==> src/design/ex_pkg.sv <==
/*
 * Shared widths, enums and the s3 payload of the execute stage.
 * RV32 only. Uop encodings are local to this stage and are not the
 * decode encodings of any other pipeline.
 */
package ex_pkg;

    // ----------------------------------------
    // Widths
    // ----------------------------------------
    localparam int XLEN      = 32;              // Data path width
    localparam int REG_AW    = 5;               // Register address width
    localparam int MUL_STEPS = 32;              // Shift-add iterations per multiply

    // Functional unit select
    typedef enum logic [2:0] {
        FU_ALU,                                 // Integer ALU
        FU_MUL,                                 // Iterative multiplier
        FU_LSU,                                 // Load/store address gen
        FU_CFU,                                 // Branches and jumps
        FU_CSR                                  // CSR operand pass
    } ex_fu_e;

    // Micro-ops for all units
    typedef enum logic [4:0] {
        UOP_ADD, UOP_SUB, UOP_XOR, UOP_OR, UOP_AND,
        UOP_SLL, UOP_SRL, UOP_SRA, UOP_SLT, UOP_SLTU,
        UOP_MUL, UOP_MULH, UOP_MULHU, UOP_MULHSU,
        UOP_LOAD, UOP_STORE,
        UOP_BEQ, UOP_BNE, UOP_BLT, UOP_BGE, UOP_BLTU, UOP_BGEU,
        UOP_JAL, UOP_JALR,
        UOP_CSR,
        UOP_TAKEN,                              // Resolved branch, taken
        UOP_NOT_TAKEN                           // Resolved branch, fall through
    } ex_uop_e;

    // ----------------------------------------
    // Payload handed to writeback
    // ----------------------------------------
    typedef struct packed {
        logic [REG_AW-1:0] rd;                  // Destination register
        ex_uop_e           uop;                 // Possibly rewritten uop
        ex_fu_e            fu;                  // Unit that produced it
        logic [XLEN-1:0]   opr_a;               // Result / address / target
        logic [XLEN-1:0]   opr_b;               // Store data, high product, CSR
    } ex_s3_t;

endpackage
==> src/design/ex_if.sv <==
/*
 * Control-to-unit bundles inside the execute stage.
 * ALU operands travel as plain ports, not through this interface.
 */
interface ex_alu_if;
    ex_pkg::ex_uop_e           op;              // Requested operation
    logic                      cmp_unsigned;    // Unsigned compare for lt
    logic                      lt;              // lhs < rhs
    logic                      eq;              // lhs == rhs
    logic [ex_pkg::XLEN-1:0]   sum;             // lhs + rhs, always valid
    logic [ex_pkg::XLEN-1:0]   result;          // Op result

    modport ctrl (output op, cmp_unsigned, input lt, eq, sum, result);
    modport alu  (input op, cmp_unsigned, output lt, eq, sum, result);
endinterface

interface ex_mul_if;
    logic                      start;           // Begin when idle
    ex_pkg::ex_uop_e           op;              // Mul variant, sets signedness
    logic                      clear;           // Drop result or abort
    logic                      ready;           // Product valid, held till clear
    logic [2*ex_pkg::XLEN-1:0] product;         // Full 64-bit product

    modport ctrl (output start, op, clear, input ready, product);
    modport mul  (input start, op, clear, output ready, product);
endinterface

==> src/design/ex_top.sv <==
/*
 * Execute stage between decode (s2) and writeback (s3).
 * No traps are raised here. Multiplies stall s2 for MUL_STEPS+1
 * cycles, all other ops pass in one.
 */
module ex_top (
    input  logic                      g_clk,
    input  logic                      g_resetn,
    input  logic                      i_s2_valid,
    input  logic [ex_pkg::REG_AW-1:0] i_s2_rd,
    input  ex_pkg::ex_fu_e            i_s2_fu,
    input  ex_pkg::ex_uop_e           i_s2_uop,
    input  logic [ex_pkg::XLEN-1:0]   i_s2_opr_a,
    input  logic [ex_pkg::XLEN-1:0]   i_s2_opr_b,
    input  logic [ex_pkg::XLEN-1:0]   i_s2_opr_c,
    input  logic                      i_flush,
    input  logic                      i_s3_busy,
    output logic                      o_s2_busy,
    output logic                      o_s3_valid,
    output logic [ex_pkg::REG_AW-1:0] o_s3_rd,
    output ex_pkg::ex_uop_e           o_s3_uop,
    output ex_pkg::ex_fu_e            o_s3_fu,
    output logic [ex_pkg::XLEN-1:0]   o_s3_opr_a,
    output logic [ex_pkg::XLEN-1:0]   o_s3_opr_b,
    output logic [ex_pkg::REG_AW-1:0] o_fwd_rd,
    output logic [ex_pkg::XLEN-1:0]   o_fwd_wdata,
    output logic                      o_fwd_load,
    output logic                      o_fwd_csr
);

    ex_pkg::ex_s3_t next;                       // Payload into s3 register
    ex_pkg::ex_s3_t s3;                         // Registered payload
    logic           load;
    logic           reg_flush;
    logic           reg_busy;

    ex_alu_if alu_if ();
    ex_mul_if mul_if ();

    // ----------------------------------------
    // Units
    // ----------------------------------------
    ex_ctrl i_ctrl (
        .i_s2_valid (i_s2_valid), .i_s2_rd   (i_s2_rd),    .i_s2_fu    (i_s2_fu),
        .i_s2_uop   (i_s2_uop),   .i_s2_opr_a(i_s2_opr_a), .i_s2_opr_c (i_s2_opr_c),
        .i_flush    (i_flush),    .alu       (alu_if),     .mul        (mul_if),
        .i_reg_busy (reg_busy),   .o_s2_busy (o_s2_busy),  .o_next     (next),
        .o_load     (load),       .o_reg_flush(reg_flush), .o_fwd_rd   (o_fwd_rd),
        .o_fwd_wdata(o_fwd_wdata), .o_fwd_load(o_fwd_load), .o_fwd_csr (o_fwd_csr)
    );

    ex_alu i_alu (.alu(alu_if), .i_lhs(i_s2_opr_a), .i_rhs(i_s2_opr_b));

    ex_mul i_mul (
        .g_clk(g_clk), .g_resetn(g_resetn), .mul(mul_if),
        .i_rs1(i_s2_opr_a), .i_rs2(i_s2_opr_b)
    );

    ex_stage_reg i_stage_reg (
        .g_clk    (g_clk),     .g_resetn (g_resetn), .i_next    (next),
        .i_load   (load),      .i_flush  (reg_flush), .i_s3_busy(i_s3_busy),
        .o_busy   (reg_busy),  .o_s3_valid(o_s3_valid), .o_s3    (s3)
    );

    // Unpack for writeback
    assign o_s3_rd    = s3.rd;
    assign o_s3_uop   = s3.uop;
    assign o_s3_fu    = s3.fu;
    assign o_s3_opr_a = s3.opr_a;
    assign o_s3_opr_b = s3.opr_b;

endmodule

==> src/design/ex_stage_reg.sv <==
/*
 * s2-to-s3 pipeline register. Valid/busy strobes only, no skid buffer.
 * The payload holds while valid and i_s3_busy are both high.
 */
module ex_stage_reg (
    input  logic           g_clk,
    input  logic           g_resetn,
    input  ex_pkg::ex_s3_t i_next,              // Payload from control
    input  logic           i_load,              // Capture i_next
    input  logic           i_flush,             // Drop current s3 op
    input  logic           i_s3_busy,           // Writeback stalled
    output logic           o_busy,              // Register cannot take more
    output logic           o_s3_valid,
    output ex_pkg::ex_s3_t o_s3
);

    // ----------------------------------------
    // Valid tracking
    // ----------------------------------------
    always_ff @(posedge g_clk) begin
        if (!g_resetn) begin
            o_s3_valid <= 1'b0;
        end else if (i_flush) begin
            o_s3_valid <= 1'b0;                 // Flush wins over load
        end else if (i_load) begin
            o_s3_valid <= 1'b1;
        end else if (!i_s3_busy) begin
            o_s3_valid <= 1'b0;                 // Consumed by writeback
        end
    end

    // Payload
    always_ff @(posedge g_clk) begin
        if (i_load) begin
            o_s3 <= i_next;
        end
    end

    assign o_busy = o_s3_valid && i_s3_busy;

endmodule

==> src/design/ex_ctrl.sv <==
/*
 * Execute control: stall, branch resolution, s3 payload and forwarding.
 * Only the multiplier can stall on its own. Forward outputs follow the
 * s2 inputs combinationally, whether or not s2 is valid.
 */
module ex_ctrl (
    input  logic                      i_s2_valid,
    input  logic [ex_pkg::REG_AW-1:0] i_s2_rd,
    input  ex_pkg::ex_fu_e            i_s2_fu,
    input  ex_pkg::ex_uop_e           i_s2_uop,
    input  logic [ex_pkg::XLEN-1:0]   i_s2_opr_a,
    input  logic [ex_pkg::XLEN-1:0]   i_s2_opr_c,
    input  logic                      i_flush,
    ex_alu_if.ctrl                    alu,
    ex_mul_if.ctrl                    mul,
    input  logic                      i_reg_busy,   // s3 register holding
    output logic                      o_s2_busy,
    output ex_pkg::ex_s3_t            o_next,
    output logic                      o_load,       // s2 op moves to s3
    output logic                      o_reg_flush,
    output logic [ex_pkg::REG_AW-1:0] o_fwd_rd,
    output logic [ex_pkg::XLEN-1:0]   o_fwd_wdata,
    output logic                      o_fwd_load,
    output logic                      o_fwd_csr
);

    logic fu_mul;
    logic is_cond;                              // Conditional branch
    logic taken;
    logic mul_hi;                               // Result from upper product half

    assign fu_mul  = i_s2_fu == ex_pkg::FU_MUL;
    assign is_cond = i_s2_uop inside {ex_pkg::UOP_BEQ, ex_pkg::UOP_BNE, ex_pkg::UOP_BLT,
                                      ex_pkg::UOP_BGE, ex_pkg::UOP_BLTU, ex_pkg::UOP_BGEU};
    assign mul_hi  = i_s2_uop inside {ex_pkg::UOP_MULH, ex_pkg::UOP_MULHU,
                                      ex_pkg::UOP_MULHSU};

    // ----------------------------------------
    // Unit control and stall
    // ----------------------------------------
    assign alu.op           = i_s2_uop;
    assign alu.cmp_unsigned = i_s2_uop inside {ex_pkg::UOP_SLTU, ex_pkg::UOP_BLTU,
                                               ex_pkg::UOP_BGEU};
    assign mul.op    = i_s2_uop;
    assign mul.start = i_s2_valid && fu_mul;
    assign mul.clear = o_load || i_flush;       // Release product or abort

    assign o_s2_busy   = i_reg_busy || (i_s2_valid && fu_mul && !mul.ready);
    assign o_load      = i_s2_valid && !o_s2_busy;
    assign o_reg_flush = i_flush;

    always_comb begin
        case (i_s2_uop)
            ex_pkg::UOP_BEQ:  taken = alu.eq;
            ex_pkg::UOP_BNE:  taken = !alu.eq;
            ex_pkg::UOP_BLT,
            ex_pkg::UOP_BLTU: taken = alu.lt;   // Signedness via cmp_unsigned
            ex_pkg::UOP_BGE,
            ex_pkg::UOP_BGEU: taken = !alu.lt;
            default:          taken = 1'b0;
        endcase
    end

    // ----------------------------------------
    // s3 payload
    // ----------------------------------------
    always_comb begin
        o_next       = '0;
        o_next.rd    = i_s2_rd;
        o_next.uop   = i_s2_uop;
        o_next.fu    = i_s2_fu;
        case (i_s2_fu)
            ex_pkg::FU_ALU: o_next.opr_a = alu.result;
            ex_pkg::FU_MUL: begin
                o_next.opr_a = mul_hi ? mul.product[2*ex_pkg::XLEN-1:ex_pkg::XLEN] :
                                        mul.product[ex_pkg::XLEN-1:0];
                o_next.opr_b = mul.product[2*ex_pkg::XLEN-1:ex_pkg::XLEN];
            end
            ex_pkg::FU_LSU: begin
                o_next.opr_a = alu.sum;         // Effective address
                o_next.opr_b = i_s2_opr_c;      // Store data
            end
            ex_pkg::FU_CFU: begin
                o_next.opr_a = (i_s2_uop == ex_pkg::UOP_JALR) ?
                               {alu.sum[ex_pkg::XLEN-1:1], 1'b0} :
                               {i_s2_opr_c[ex_pkg::XLEN-1:1], 1'b0};
                if (is_cond) o_next.uop = taken ? ex_pkg::UOP_TAKEN : ex_pkg::UOP_NOT_TAKEN;
            end
            ex_pkg::FU_CSR: begin
                o_next.opr_a = i_s2_opr_a;
                o_next.opr_b = i_s2_opr_c;
            end
            default: ;
        endcase
    end

    // Forwarding to decode
    assign o_fwd_rd    = i_s2_rd;
    assign o_fwd_wdata = o_next.opr_a;
    assign o_fwd_load  = i_s2_fu == ex_pkg::FU_LSU && i_s2_uop == ex_pkg::UOP_LOAD;
    assign o_fwd_csr   = i_s2_fu == ex_pkg::FU_CSR;

endmodule

==> src/design/ex_mul.sv <==
/*
 * Radix-2 shift-add multiplier, MUL_STEPS cycles per product.
 * Works on magnitudes and negates at the output. mulhsu treats only
 * rs1 as signed. Operands must stay stable only in the start cycle.
 */
module ex_mul (
    input  logic                    g_clk,
    input  logic                    g_resetn,
    ex_mul_if.mul                   mul,
    input  logic [ex_pkg::XLEN-1:0] i_rs1,      // Multiplicand source
    input  logic [ex_pkg::XLEN-1:0] i_rs2       // Multiplier source
);

    typedef enum logic [1:0] {MUL_IDLE, MUL_RUN, MUL_DONE} mul_state_e;

    mul_state_e                           state;
    logic [$clog2(ex_pkg::MUL_STEPS)-1:0] count;        // Steps done so far
    logic [2*ex_pkg::XLEN-1:0]            prod;         // {partial hi, multiplier lo}
    logic [ex_pkg::XLEN-1:0]              mcand;        // Multiplicand magnitude
    logic                                 neg;          // Negate final product
    logic                                 a_neg;
    logic                                 b_neg;
    logic [ex_pkg::XLEN-1:0]              a_mag;
    logic [ex_pkg::XLEN-1:0]              b_mag;
    logic [ex_pkg::XLEN:0]                step_sum;     // Carry kept for the shift

    // Low product is sign independent, so mul runs unsigned
    assign a_neg = (mul.op == ex_pkg::UOP_MULH || mul.op == ex_pkg::UOP_MULHSU) &&
                   i_rs1[ex_pkg::XLEN-1];
    assign b_neg = mul.op == ex_pkg::UOP_MULH && i_rs2[ex_pkg::XLEN-1];
    assign a_mag = a_neg ? -i_rs1 : i_rs1;
    assign b_mag = b_neg ? -i_rs2 : i_rs2;

    assign step_sum = {1'b0, prod[2*ex_pkg::XLEN-1:ex_pkg::XLEN]} +
                      (prod[0] ? {1'b0, mcand} : '0);

    // ----------------------------------------
    // Control
    // ----------------------------------------
    always_ff @(posedge g_clk) begin
        if (!g_resetn) begin
            state <= MUL_IDLE;
            count <= '0;
        end else if (mul.clear) begin
            state <= MUL_IDLE;                  // Consumed, flushed or aborted
        end else begin
            case (state)
                MUL_IDLE: if (mul.start) begin
                    state <= MUL_RUN;
                    count <= '0;
                end
                MUL_RUN: begin
                    count <= count + 1'b1;
                    if (int'(count) == ex_pkg::MUL_STEPS - 1) state <= MUL_DONE;
                end
                default: ;                      // Hold product until clear
            endcase
        end
    end

    // Datapath
    always_ff @(posedge g_clk) begin
        if (state == MUL_IDLE && mul.start) begin
            prod  <= {{ex_pkg::XLEN{1'b0}}, b_mag};
            mcand <= a_mag;
            neg   <= a_neg ^ b_neg;
        end else if (state == MUL_RUN) begin
            prod  <= {step_sum, prod[ex_pkg::XLEN-1:1]};   // Add then shift right
        end
    end

    assign mul.ready   = state == MUL_DONE;
    assign mul.product = neg ? -prod : prod;

endmodule

==> src/design/ex_alu.sv <==
/*
 * Single-cycle integer ALU. Shift amount is the low 5 bits of rhs.
 * Sum, lt and eq are produced for every op so branches and address
 * generation can use them. Non-ALU ops give a zero result.
 */
module ex_alu (
    ex_alu_if.alu                   alu,
    input  logic [ex_pkg::XLEN-1:0] i_lhs,      // Operand a
    input  logic [ex_pkg::XLEN-1:0] i_rhs       // Operand b
);

    logic [ex_pkg::XLEN:0]   diff;              // Extra bit gives unsigned borrow
    logic [4:0]              shamt;
    logic                    signed_lt;

    assign diff      = {1'b0, i_lhs} - {1'b0, i_rhs};
    assign shamt     = i_rhs[4:0];
    // Signs differ: lhs sign decides, else the difference sign
    assign signed_lt = (i_lhs[ex_pkg::XLEN-1] != i_rhs[ex_pkg::XLEN-1]) ?
                       i_lhs[ex_pkg::XLEN-1] : diff[ex_pkg::XLEN-1];

    assign alu.sum = i_lhs + i_rhs;             // Shared with LSU and JALR
    assign alu.eq  = i_lhs == i_rhs;
    assign alu.lt  = alu.cmp_unsigned ? diff[ex_pkg::XLEN] : signed_lt;

    // ----------------------------------------
    // Result select
    // ----------------------------------------
    always_comb begin
        case (alu.op)
            ex_pkg::UOP_ADD:  alu.result = alu.sum;
            ex_pkg::UOP_SUB:  alu.result = diff[ex_pkg::XLEN-1:0];
            ex_pkg::UOP_XOR:  alu.result = i_lhs ^ i_rhs;
            ex_pkg::UOP_OR:   alu.result = i_lhs | i_rhs;
            ex_pkg::UOP_AND:  alu.result = i_lhs & i_rhs;
            ex_pkg::UOP_SLL:  alu.result = i_lhs << shamt;
            ex_pkg::UOP_SRL:  alu.result = i_lhs >> shamt;
            ex_pkg::UOP_SRA:  alu.result = $signed(i_lhs) >>> shamt;   // Sign fill
            ex_pkg::UOP_SLT,
            ex_pkg::UOP_SLTU: alu.result = {{(ex_pkg::XLEN-1){1'b0}}, alu.lt};
            default:          alu.result = '0;  // Not an ALU op
        endcase
    end

endmodule

==> config.mk <==
export PLATFORM = sky130hd
export DESIGN_NAME = ex_top
export DESIGN_NICKNAME = d
export VERILOG_FILES = /design/src/design/ex_pkg.sv /design/src/design/ex_if.sv /design/src/design/ex_top.sv /design/src/design/ex_stage_reg.sv /design/src/design/ex_ctrl.sv /design/src/design/ex_mul.sv /design/src/design/ex_alu.sv
export SDC_FILE = /design/constraint.sdc
export NUM_CORES = 1
export LEC_CHECK = 0
export ABC_AREA = 1
export BUFFER_PORTS_ARGS = -buffer_cell sky130_fd_sc_hd__clkbuf_2
export CAP_MARGIN = 20
export CELL_PAD_IN_SITES_DETAIL_PLACEMENT = 0
export CELL_PAD_IN_SITES_GLOBAL_PLACEMENT = 1
export CORE_MARGIN = 4
export CORE_UTILIZATION = 43
export DETAILED_ROUTE_END_ITERATION = 8
export PLACE_DENSITY_LB_ADDON = 0.15
export SLEW_MARGIN = 20
export SYNTH_ARGS = -nofsm -noshare
export SYNTH_HDL_FRONTEND = slang
export SYNTH_HIERARCHICAL = 1
export SYNTH_SLANG_ARGS = --single-unit
==> constraint.sdc <==
create_clock -name g_clk -period 5.61 [get_ports g_clk]
set_clock_uncertainty 0.1 [all_clocks]
set_input_delay 0.561 -clock g_clk [delete_from_list [all_inputs] [get_ports g_clk]]
set_output_delay 0.561 -clock g_clk [all_outputs]
set_load 0.005 [all_outputs]
After elaboration in Yosys (flattened, before gate mapping)
Cells that the tools add are included.
Word-level totals
  register bits after elaboration: 182
  output and inout port bits: 118
Operators by class
  multiplexer cells: 24
  shift operators: 3
  reductions and logical operators: 31
  $add $sub $neg: 7
  bitwise gates (word level): 6
  equality and inequality tests: 32
Operators by type and width (number)
  one-hot mux 32 bit (9 select lines): 1
  2-to-1 mux 32 bit: 7
  one-hot mux 32 bit (5 select lines): 1
  2-to-1 mux 64 bit: 1
  negation 32 bit: 2
  negation 64 bit: 1
  one-hot mux 32 bit (2 select lines): 1
  == test 5 bit, second input constant: 7
  adder 32 x 32 -> 33 bit: 1
  subtractor 32 x 32 -> 33 bit: 1
  adder 32 bit: 1
  bitwise AND 32 bit: 1
  == test 32 bit: 1
  OR 32 bit: 1
  << shifter 32 x 5 -> 32 bit: 1
  right shift 32 x 5 -> 32 bit: 1
  >>> shifter 32 x 5 -> 32 bit: 1
  XOR 32 bit: 1
  == test 5 x 4 -> 1 bit, second input constant: 6
  == test 5 x 3 -> 1 bit, second input constant: 4
  2-to-1 mux 5 bit: 3
  OR reduction 2 bit: 6
  == test 5 x 1 -> 1 bit, second input constant: 2
  == test 5 x 2 -> 1 bit, second input constant: 2
  25 further kinds: 49

Logic depth before layout (Yosys ltp)
Gate-level depths: netlist of the first run.
  word-level depth: 9
  depth in mapped cells: 27
  depth with buffers taken out: 22

Modules after synthesis
Netlist of the first run, hierarchy kept.
By module, submodules not included
  ex_alu: times used 1, area an instance 10639.0 um2, seq. area each 0.0 um2, cells an instance 2198
  ex_mul: times used 1, area an instance 10515.1 um2, seq. area each 2732.6 um2, cells an instance 1752
  ex_ctrl: times used 1, area an instance 3144.3 um2, seq. area each 0.0 um2, cells an instance 697
  ex_stage_reg: times used 1, area an instance 2359.8 um2, seq. area each 2332.2 um2, cells an instance 84

Worst setup path before layout of the first run
Ideal clock, no wire load.
  path kind: input to register
  start point: in i_s2_fu[1]
  end point: reg i_stage_reg.o_s3_valid
  setup slack: 0.714 ns
  library setup time: 0.075 ns
  arrival time: 4.721 ns
  data required time: 5.435 ns
  cell stages on the path: 8
  path buffers: 0
  path through: inv_2 nand3_1 nor2_1 nand2_1 nand2_1 nor2_1 inv_1 a21oi_2
On the way
  longest elaborated chain between the ends: 7
  elaborated cells on any way between the ends: 8
  those cells by class: 2 x eq/ne; 1 x mux; 5 x reduce/logical
Ends and longest elaborated chain
  start, declared: RTL line ex_top.sv:11  | input ex_pkg::ex_fu_e i_s2_fu,
  == test 3 x 1 -> 1 bit (*): RTL line ex_ctrl.sv:32  | assign fu_mul = i_s2_fu == ex_pkg::FU_MUL;
  logical AND 1 bit (*)
  named net mul_if.start: RTL line ex_if.sv:18  | logic start;
  logical AND 1 bit (*): RTL line ex_ctrl.sv:48  | assign o_s2_busy = i_reg_busy || (i_s2_valid && fu_mul && !mul.ready);
  logical OR 1 bit (*): RTL line ex_ctrl.sv:48
  named net o_s2_busy: RTL line ex_top.sv:18  | output logic o_s2_busy,
  zero test 1 bit (*): RTL line ex_ctrl.sv:49  | assign o_load = i_s2_valid && !o_s2_busy;
  logical AND 1 bit (*): RTL line ex_ctrl.sv:49
  named net load: RTL line ex_top.sv:33  | logic load;
  != test 2 x 1 -> 1 bit (no source line) or 2-to-1 mux 1 bit (tied branches)
  end signal, assigned: RTL line ex_stage_reg.sv:24  | o_s3_valid <= 1'b0;
  end signal, assigned: RTL line ex_stage_reg.sv:26  | o_s3_valid <= 1'b1;
  end signal, assigned: RTL line ex_stage_reg.sv:28  | o_s3_valid <= 1'b0;
  end, declared: RTL line ex_stage_reg.sv:13  | output logic o_s3_valid,
The timed path passes the listed nets; every way through them passes the cells marked *.
A chain may end at the register's enable or synchronous reset.

Worst setup path in the final report of the first run
  start point: in i_s2_opr_b[5] (netlist bit)
  end point: out o_fwd_wdata[31] (netlist bit)
On the way
  longest elaborated chain between the ends: 3
  elaborated cells on any way between the ends: 5
  those cells by class: 2 x add/sub; 3 x mux
Ends and longest elaborated chain
  start, declared: RTL line ex_top.sv:14  | input logic [ex_pkg::XLEN-1:0] i_s2_opr_b,
  subtractor 32 x 32 -> 33 bit or adder 32 bit (tied branches): RTL line ex_alu.sv:16, ex_alu.sv:22
  one-hot mux 32 bit (9 select lines) (*): RTL line ex_alu.sv:30  | case (alu.op)
  named net alu_if.result (one bit): RTL line ex_if.sv:11  | logic [ex_pkg::XLEN-1:0] result;
  one-hot mux 32 bit (5 select lines) (*): RTL line ex_ctrl.sv:72  | case (i_s2_fu)
  end, declared: RTL line ex_top.sv:26  | output logic [ex_pkg::XLEN-1:0] o_fwd_wdata,
Marked as above.

==> run summary, run 1 <==
# hold bufs at CTS - 0
final hold slack - 191.9 ps
Crit-path slowest cell - fa_1
average wire per standard cell - 24.54 um
First-pass DRT Iterations - 8
Net Count, Synth - 4983
final setup TNS - 0 ps
final hold violations - 0
Die Ht - 257.0 um
Top FF cell, synth - edfxtp_1
CORE AREA - 61480 um2
Initial Util - 0.4336
Hold Path Class - in2reg
asr flop ratio synth - 0
Synth Cell Area - 26660 um2
Worst Path Max Fanout - 8
CTS tree - built
post-synthesis sequential area ratio - 0.1900
crit-path cells - clkbuf_2 -> inv_1 -> ha_1 -> nor2_1 -> nand2_1 -> nor2_1 -> nand2_1 -> nand3_1 -> nand2_1 -> nand2_1 -> a31oi_1 -> fa_1 -> o22ai_1 -> nor2_1 -> nand3_1 -> a21oi_1 -> nand2_1 -> nand2_1 -> nand2_1 -> nor2_1 -> nand3_1 -> clkbuf_2
Crit Path Class - in2out
number of global-route vias before repair - 28930
hold-critical path depth - 1
clk sinks - 182
most frequent cell after synthesis - nand2_1
leak pwr - 15.95 nW
most used cell, CP - nand2_1
Yosys top cell area share - 0.2253
# setup viols final - 0
H-tree Lvls - 4
Vias/cell - 5.580
Power Dens Cells - 178.3 nW/um2
startpoint types - primary input
achievable clock frequency - 0.2036 GHz
most frequent cells after synthesis - 1600 x nand2_1, 752 x inv_1, 677 x nand3_1
PortBufs - 231
largest net degree at the start of global routing - 79
DP HPWL - 115.3 mm
Yosys reg bits - 182
area added between synthesis and finish - 7.416%
Arr. time, crit path - 4250 ps
Slew HR - 0.2165
hold path startpoint - i_s2_rd[1]
Final WS setup - 699.2 ps
maximum VDD drop - 139.6 uV
drt total wl - 138.2 mm
DRC viols - 0
count of cell types in the netlist - 59
ranking of synthesized cells by area - nand2_1 23%, edfxtp_1 16%, nand3_1 13%
GRT Util Overall - 0.4031
antenna violations before repair - 14
Avg Cell Area, Syn - 5.635 um2
Worst path depth - 22
global-route wire length before repair - 196.1 mm
number of flops mapped to enable cells by yosys - 142
Slew Limit Fails - 0
Mapped Cells - 4731
final period utilization - 0.8754
clock-pin transition on the worst setup and hold timing paths - 70 ps
status - completed
Slew @ Worst Pin - 1172 ps
Iteration-0 DRC Markers - 3871
max-cap viol count - 0
Synth area leader - nand2_1
slowest cell delay on critical path - 500 ps
Num CTS Buffers - 17
final antenna-violating net count - 0
worst r2r src - i_mul/prod[0]
Yosys warnings - 6
min Tclk post-route - 4911 ps
die extent in x - 257.0 um
# nets final - 5076
r2r worst-path depth - 15
pre-CTS WS - 866.5 ps
cell family with most CP delay - simple AND/OR/NAND/NOR gates
post-cts sizing count - 0
cell row count - 91
die area - 66040 um2
Clock Latency Late Sink - 460 ps
setup bufs post-CTS - 0
Worst Setup End Kind - primary output
layout cells sized above 1 - 0.08828
grt ovf - 0
Top Ports - 232
Critical Path Start - i_s2_opr_b[5]
critical path data required time - 4950 ps
vias - 31430
CTS max path bufs - 2
Placer Congestion - 1.093
CTS Root Cell - clkbuf_16
worst path buffer plus inverter count - 3
RSZ-0062 raised after global routing - false
metal layers:
| layer | global-route usage | share of wire | vias to the layer above |
|---|---|---|---|
| li1 | - | - | 15060 |
| met1 | 0.5069 | 0.39 | 14400 |
| met2 | 0.6385 | 0.44 | 1636 |
| met3 | 0.05964 | 0.085 | 340 |
| met4 | 0.2763 | 0.085 | 2 |
| met5 | 0 | 0.000058 | - |
cells by family (layout without fill, tap and decap cells):
| family | count (synthesis) | count (layout) | synth area share |
|---|---|---|---|
| compound gates | 348 | 348 | 0.07247 |
| xor+xnor | 118 | 118 | 0.03877 |
| fa+ha+maj | 138 | 138 | 0.06590 |
| buf+inv | 1001 | 1107 | 0.1576 |
| flops | 182 | 182 | 0.1900 |
| other cells | 0 | 6 | 0 |
| simple gates | 2944 | 2944 | 0.4753 |
area by class of cell:
class / count / area (um2)
Multi-Input combinational cell: 3548 / 17410
Inverter: 783 / 2948
Clock inverter: 13 / 148.9
Tap cell: 790 / 988.4
Timing Repair Buffer: 292 / 1627
Antenna cell: 6 / 15.01
Fill cell: 7000 / 32850
Sequential cell: 182 / 5065
Clock buffer: 19 / 432.9
worst register-to-register path, cell delays in order, from the launching register on:
cell,delay (ps)
edfxtp_1,450
inv_6,90
ha_1,200
nand3_2,170
inv_1,150
nand2_1,150
nor2_1,130
nand4_1,140
nor2_2,200
nand2_1,130
nand3_1,90
nand2_1,100
inv_1,150
nand3_1,90
nand3_1,110
nand3_1,230
power by group:
part	total [mW]	internal, mW	leakage [nW]	switching, mW
combinational	2.26	0.608	14.0	1.65
sequential	1.63	1.56	1.68	0.0762
clock	1.22	0.600	0.285	0.615
total	5.11	2.77	16.0	2.34
cell usage in the layout, fill, tap and decap left out, drive strengths merged:
cell type	instances
nand3b	14
a41oi	1
nand4	55
a31oi	6
clkinv	6
ha	134
nand3	688
clkbuf	250
fa	4
xnor2	24
o21bai	15
a211oi	2
inv	790
o21ai	123
a21boi	1
nor4	7
edfxtp	142
or2	10
o2111ai	1
o211ai	14
nor2	472
xor2	94
diode	6
dfxtp	40
nor3	49
a21o	2
o22ai	51
and2	32
a21oi	132
nand2b	1
nand2	1613
and3	2
buf	61
nor3b	1
registers in the layout, summed over array words and instances (netlist names):
register,cells
i_mul/state,2
i_mul/count,5
i_stage_reg/o_s3,77
i_stage_reg/o_s3_valid,1
i_mul/prod,64
i_mul/mcand,32
i_mul/neg,1
through the flow:
stage | area, um2 | power [mW] | std cells | util
6_report | 28640 | 5.106 | 5633 | 0.4657
5_1_grt | 28630 | 5.340 | 5630 | 0.4656
4_1_cts | 28620 | 5.053 | 5627 | 0.4655
3_5_place_dp | 28040 | 3.845 | 5595 | 0.4560
3_3_place_gp | 28040 | 3.850 | 5595 | 0.4560
2_1_floorplan | 26660 | 2.984 | 4731 | -
final timing paths:
kind	to	slack, ps
min reg2reg	i_mul/count[4]	380
min	i_stage_reg/o_s3[73]	190
max	o_fwd_wdata[31]	700
max reg2reg	i_stage_reg/o_s3[36]	2610
(Power assumes the default switching activity.)
==> run 2: changes to the inputs <==
--- a/config.mk
+++ b/config.mk
@@ -13,7 +13,7 @@
 export CORE_MARGIN = 4
 export CORE_UTILIZATION = 43
 export DETAILED_ROUTE_END_ITERATION = 8
-export PLACE_DENSITY_LB_ADDON = 0.15
+export PLACE_DENSITY_LB_ADDON = 0.1
 export SLEW_MARGIN = 20
 export SYNTH_ARGS = -nofsm -noshare
 export SYNTH_HDL_FRONTEND = slang
==> run 2 against run 1 <==
Net effect: sequential share of layout area is 0.055 points lower; die area unchanged; sequential power barely moved; critical path type unchanged; fmax increased by 0.67%; global-route usage decreased by 0.40 points.
==> run summary, run 2 (synthesized netlist as in run 1, its figures left out) <==
First-pass DRT Iterations - 7
RSZ-0062 raised after global routing - false
Worst Setup End Kind - primary output
Clock Latency Late Sink - 460 ps
startpoint types - primary input
commonest non-fill, non-tap cell in the layout - nand2_1
number of global-route vias before repair - 28730
number of flip-flops in the largest register - 77
die extent in x - 257.0 um
drt total wl - 137.6 mm
H-tree Lvls - 4
Reg2Reg Setup Slack - 2730 ps
area added between synthesis and finish - 7.753%
cell row count - 91
hold-critical path depth - 1
Num CTS Buffers - 17
Reg with most FFs - i_stage_reg/o_s3
hold path startpoint - i_s2_rd[3]
die area - 66040 um2
CTS tree - built
GRT Util Overall - 0.3991
setup bufs post-CTS - 0
leak pwr - 16.01 nW
Vias/cell - 5.593
status - completed
antenna violations before repair - 15
min Tclk post-route - 4878 ps
CTS Root Cell - clkbuf_16
# hold bufs at CTS - 0
final period utilization - 0.8695
worst r2r src - i_mul/prod[0]
clk sinks - 182
Arr. time, crit path - 4220 ps
Reg2Reg Capture Point - i_mul/prod[45]
DP Area - 28120 um2
grt ovf - 0
layout cells sized above 1 - 0.09072
max-cap viol count - 0
r2r worst-path depth - 14
Worst Path Max Fanout - 8
Slew Limit Fails - 0
final hold slack - 185.1 ps
Placer Congestion - 1.088
final antenna-violating net count - 0
final core occ - 0.4672
Top Ports - 232
Hold Path Sink - i_stage_reg/o_s3[75]
DRC viols - 0
Final WS setup - 732.1 ps
PortBufs - 231
Layout Cells excl Fill - 5644
average wire per standard cell - 24.38 um
DP HPWL - 114.9 mm
critical path data required time - 4950 ps
global-route wire length before repair - 194.6 mm
# setup viols final - 0
final hold violations - 0
placed insts - 5607
total power - 5.089 mW
vias - 31570
Die Ht - 257.0 um
final setup TNS - 0 ps
Slew HR - 0.3245
achievable clock frequency - 0.2050 GHz
Slew @ Worst Pin - 1003 ps
Iteration-0 DRC Markers - 3940
commonest cells after routing, fill and taps aside - 1599 x nand2_1, 752 x inv_1, 677 x nand3_1
Finished Cell Area - 28730 um2
maximum VDD drop - 188.2 uV
Layout fillers - 7029
Crit Path Class - in2out
Hold Path Class - in2reg
Initial Util - 0.4336
CORE AREA - 61480 um2
CTS max path bufs - 2
largest registers - i_stage_reg/o_s3: 77 flops, i_mul/prod: 64 flops, i_mul/mcand: 32 flops
# nets final - 5089
Power Dens Cells - 177.2 nW/um2
pre-CTS WS - 878.6 ps
post-cts sizing count - 0
clock-pin transition on the worst setup and hold timing paths - 80 ps
largest net degree at the start of global routing - 73
==> run 2: changes by cell type in the layout (fill, tap and decap cells not counted), sizes merged <==
| cell | delta |
|---|---|
| inv | -1 |
| clkinv | +2 |
| buf | +13 |
| clkbuf | -1 |
| diode | -2 |
==> run 2: layer usage <==
metal | vias up | share of wire | GRT usage
met4 | 0 | 0.088 | 0.2796
li1 | 15080 | - | -
met3 | 354 | 0.086 | 0.04990
met1 | 14410 | 0.39 | 0.5048
met2 | 1730 | 0.44 | 0.6325
met5 | - | 0 | 0
==> run 2: critical path, stage by stage <==
cell and delay, ps:
clkbuf_2 260, inv_1 110, ha_1 400, nor2_1 320
nand2_1 150, nor2_1 190, nand2_1 100, nand3_1 110
nand2_1 100, nand2_1 140, a31oi_1 120, fa_1 500
o22ai_1 70, nor2_1 100, nand3_1 70, a21oi_1 130
nand2_1 100, nand2_1 100, nand2_1 50, nor2_1 250
nand3_1 150, clkbuf_2 130
==> run 2: final cells by class <==
class                   instances  area, um2  area share
diodes                          4      10.01   0.0003485
clock buffers                  18      429.2     0.01494
clock inverters                14      150.1    0.005227
inverters                     783       2948      0.1026
multi-input cells            3548      17420      0.6063
flip-flops and latches        182       5065      0.1763
well taps                     790      988.4     0.03441
repair buffers                305       1719     0.05985
==> run 2: worst max-delay path by stage <==
stage	slack [ps]	from	cells past startpoint	endpoint
after detailed placement	880	i_s2_opr_a[5]	22	o_fwd_wdata[31]
after global routing	530	i_s2_opr_b[17]	21	o_fwd_wdata[31]
after CTS	850	i_s2_opr_a[5]	22	o_fwd_wdata[31]
final	730	i_s2_opr_b[5]	22	o_fwd_wdata[31]
after floorplan	710	i_s2_fu[1]	8	i_stage_reg/o_s3_valid
after global placement	900	i_s2_opr_b[5]	22	o_fwd_wdata[31]
==> run 2: power by group <==
group          switching, mW  leakage [nW]  internal (mW)
logic                   1.64          14.0          0.614
clock network          0.610         0.284          0.596
registers             0.0747          1.68           1.56
total                   2.32          16.0           2.77
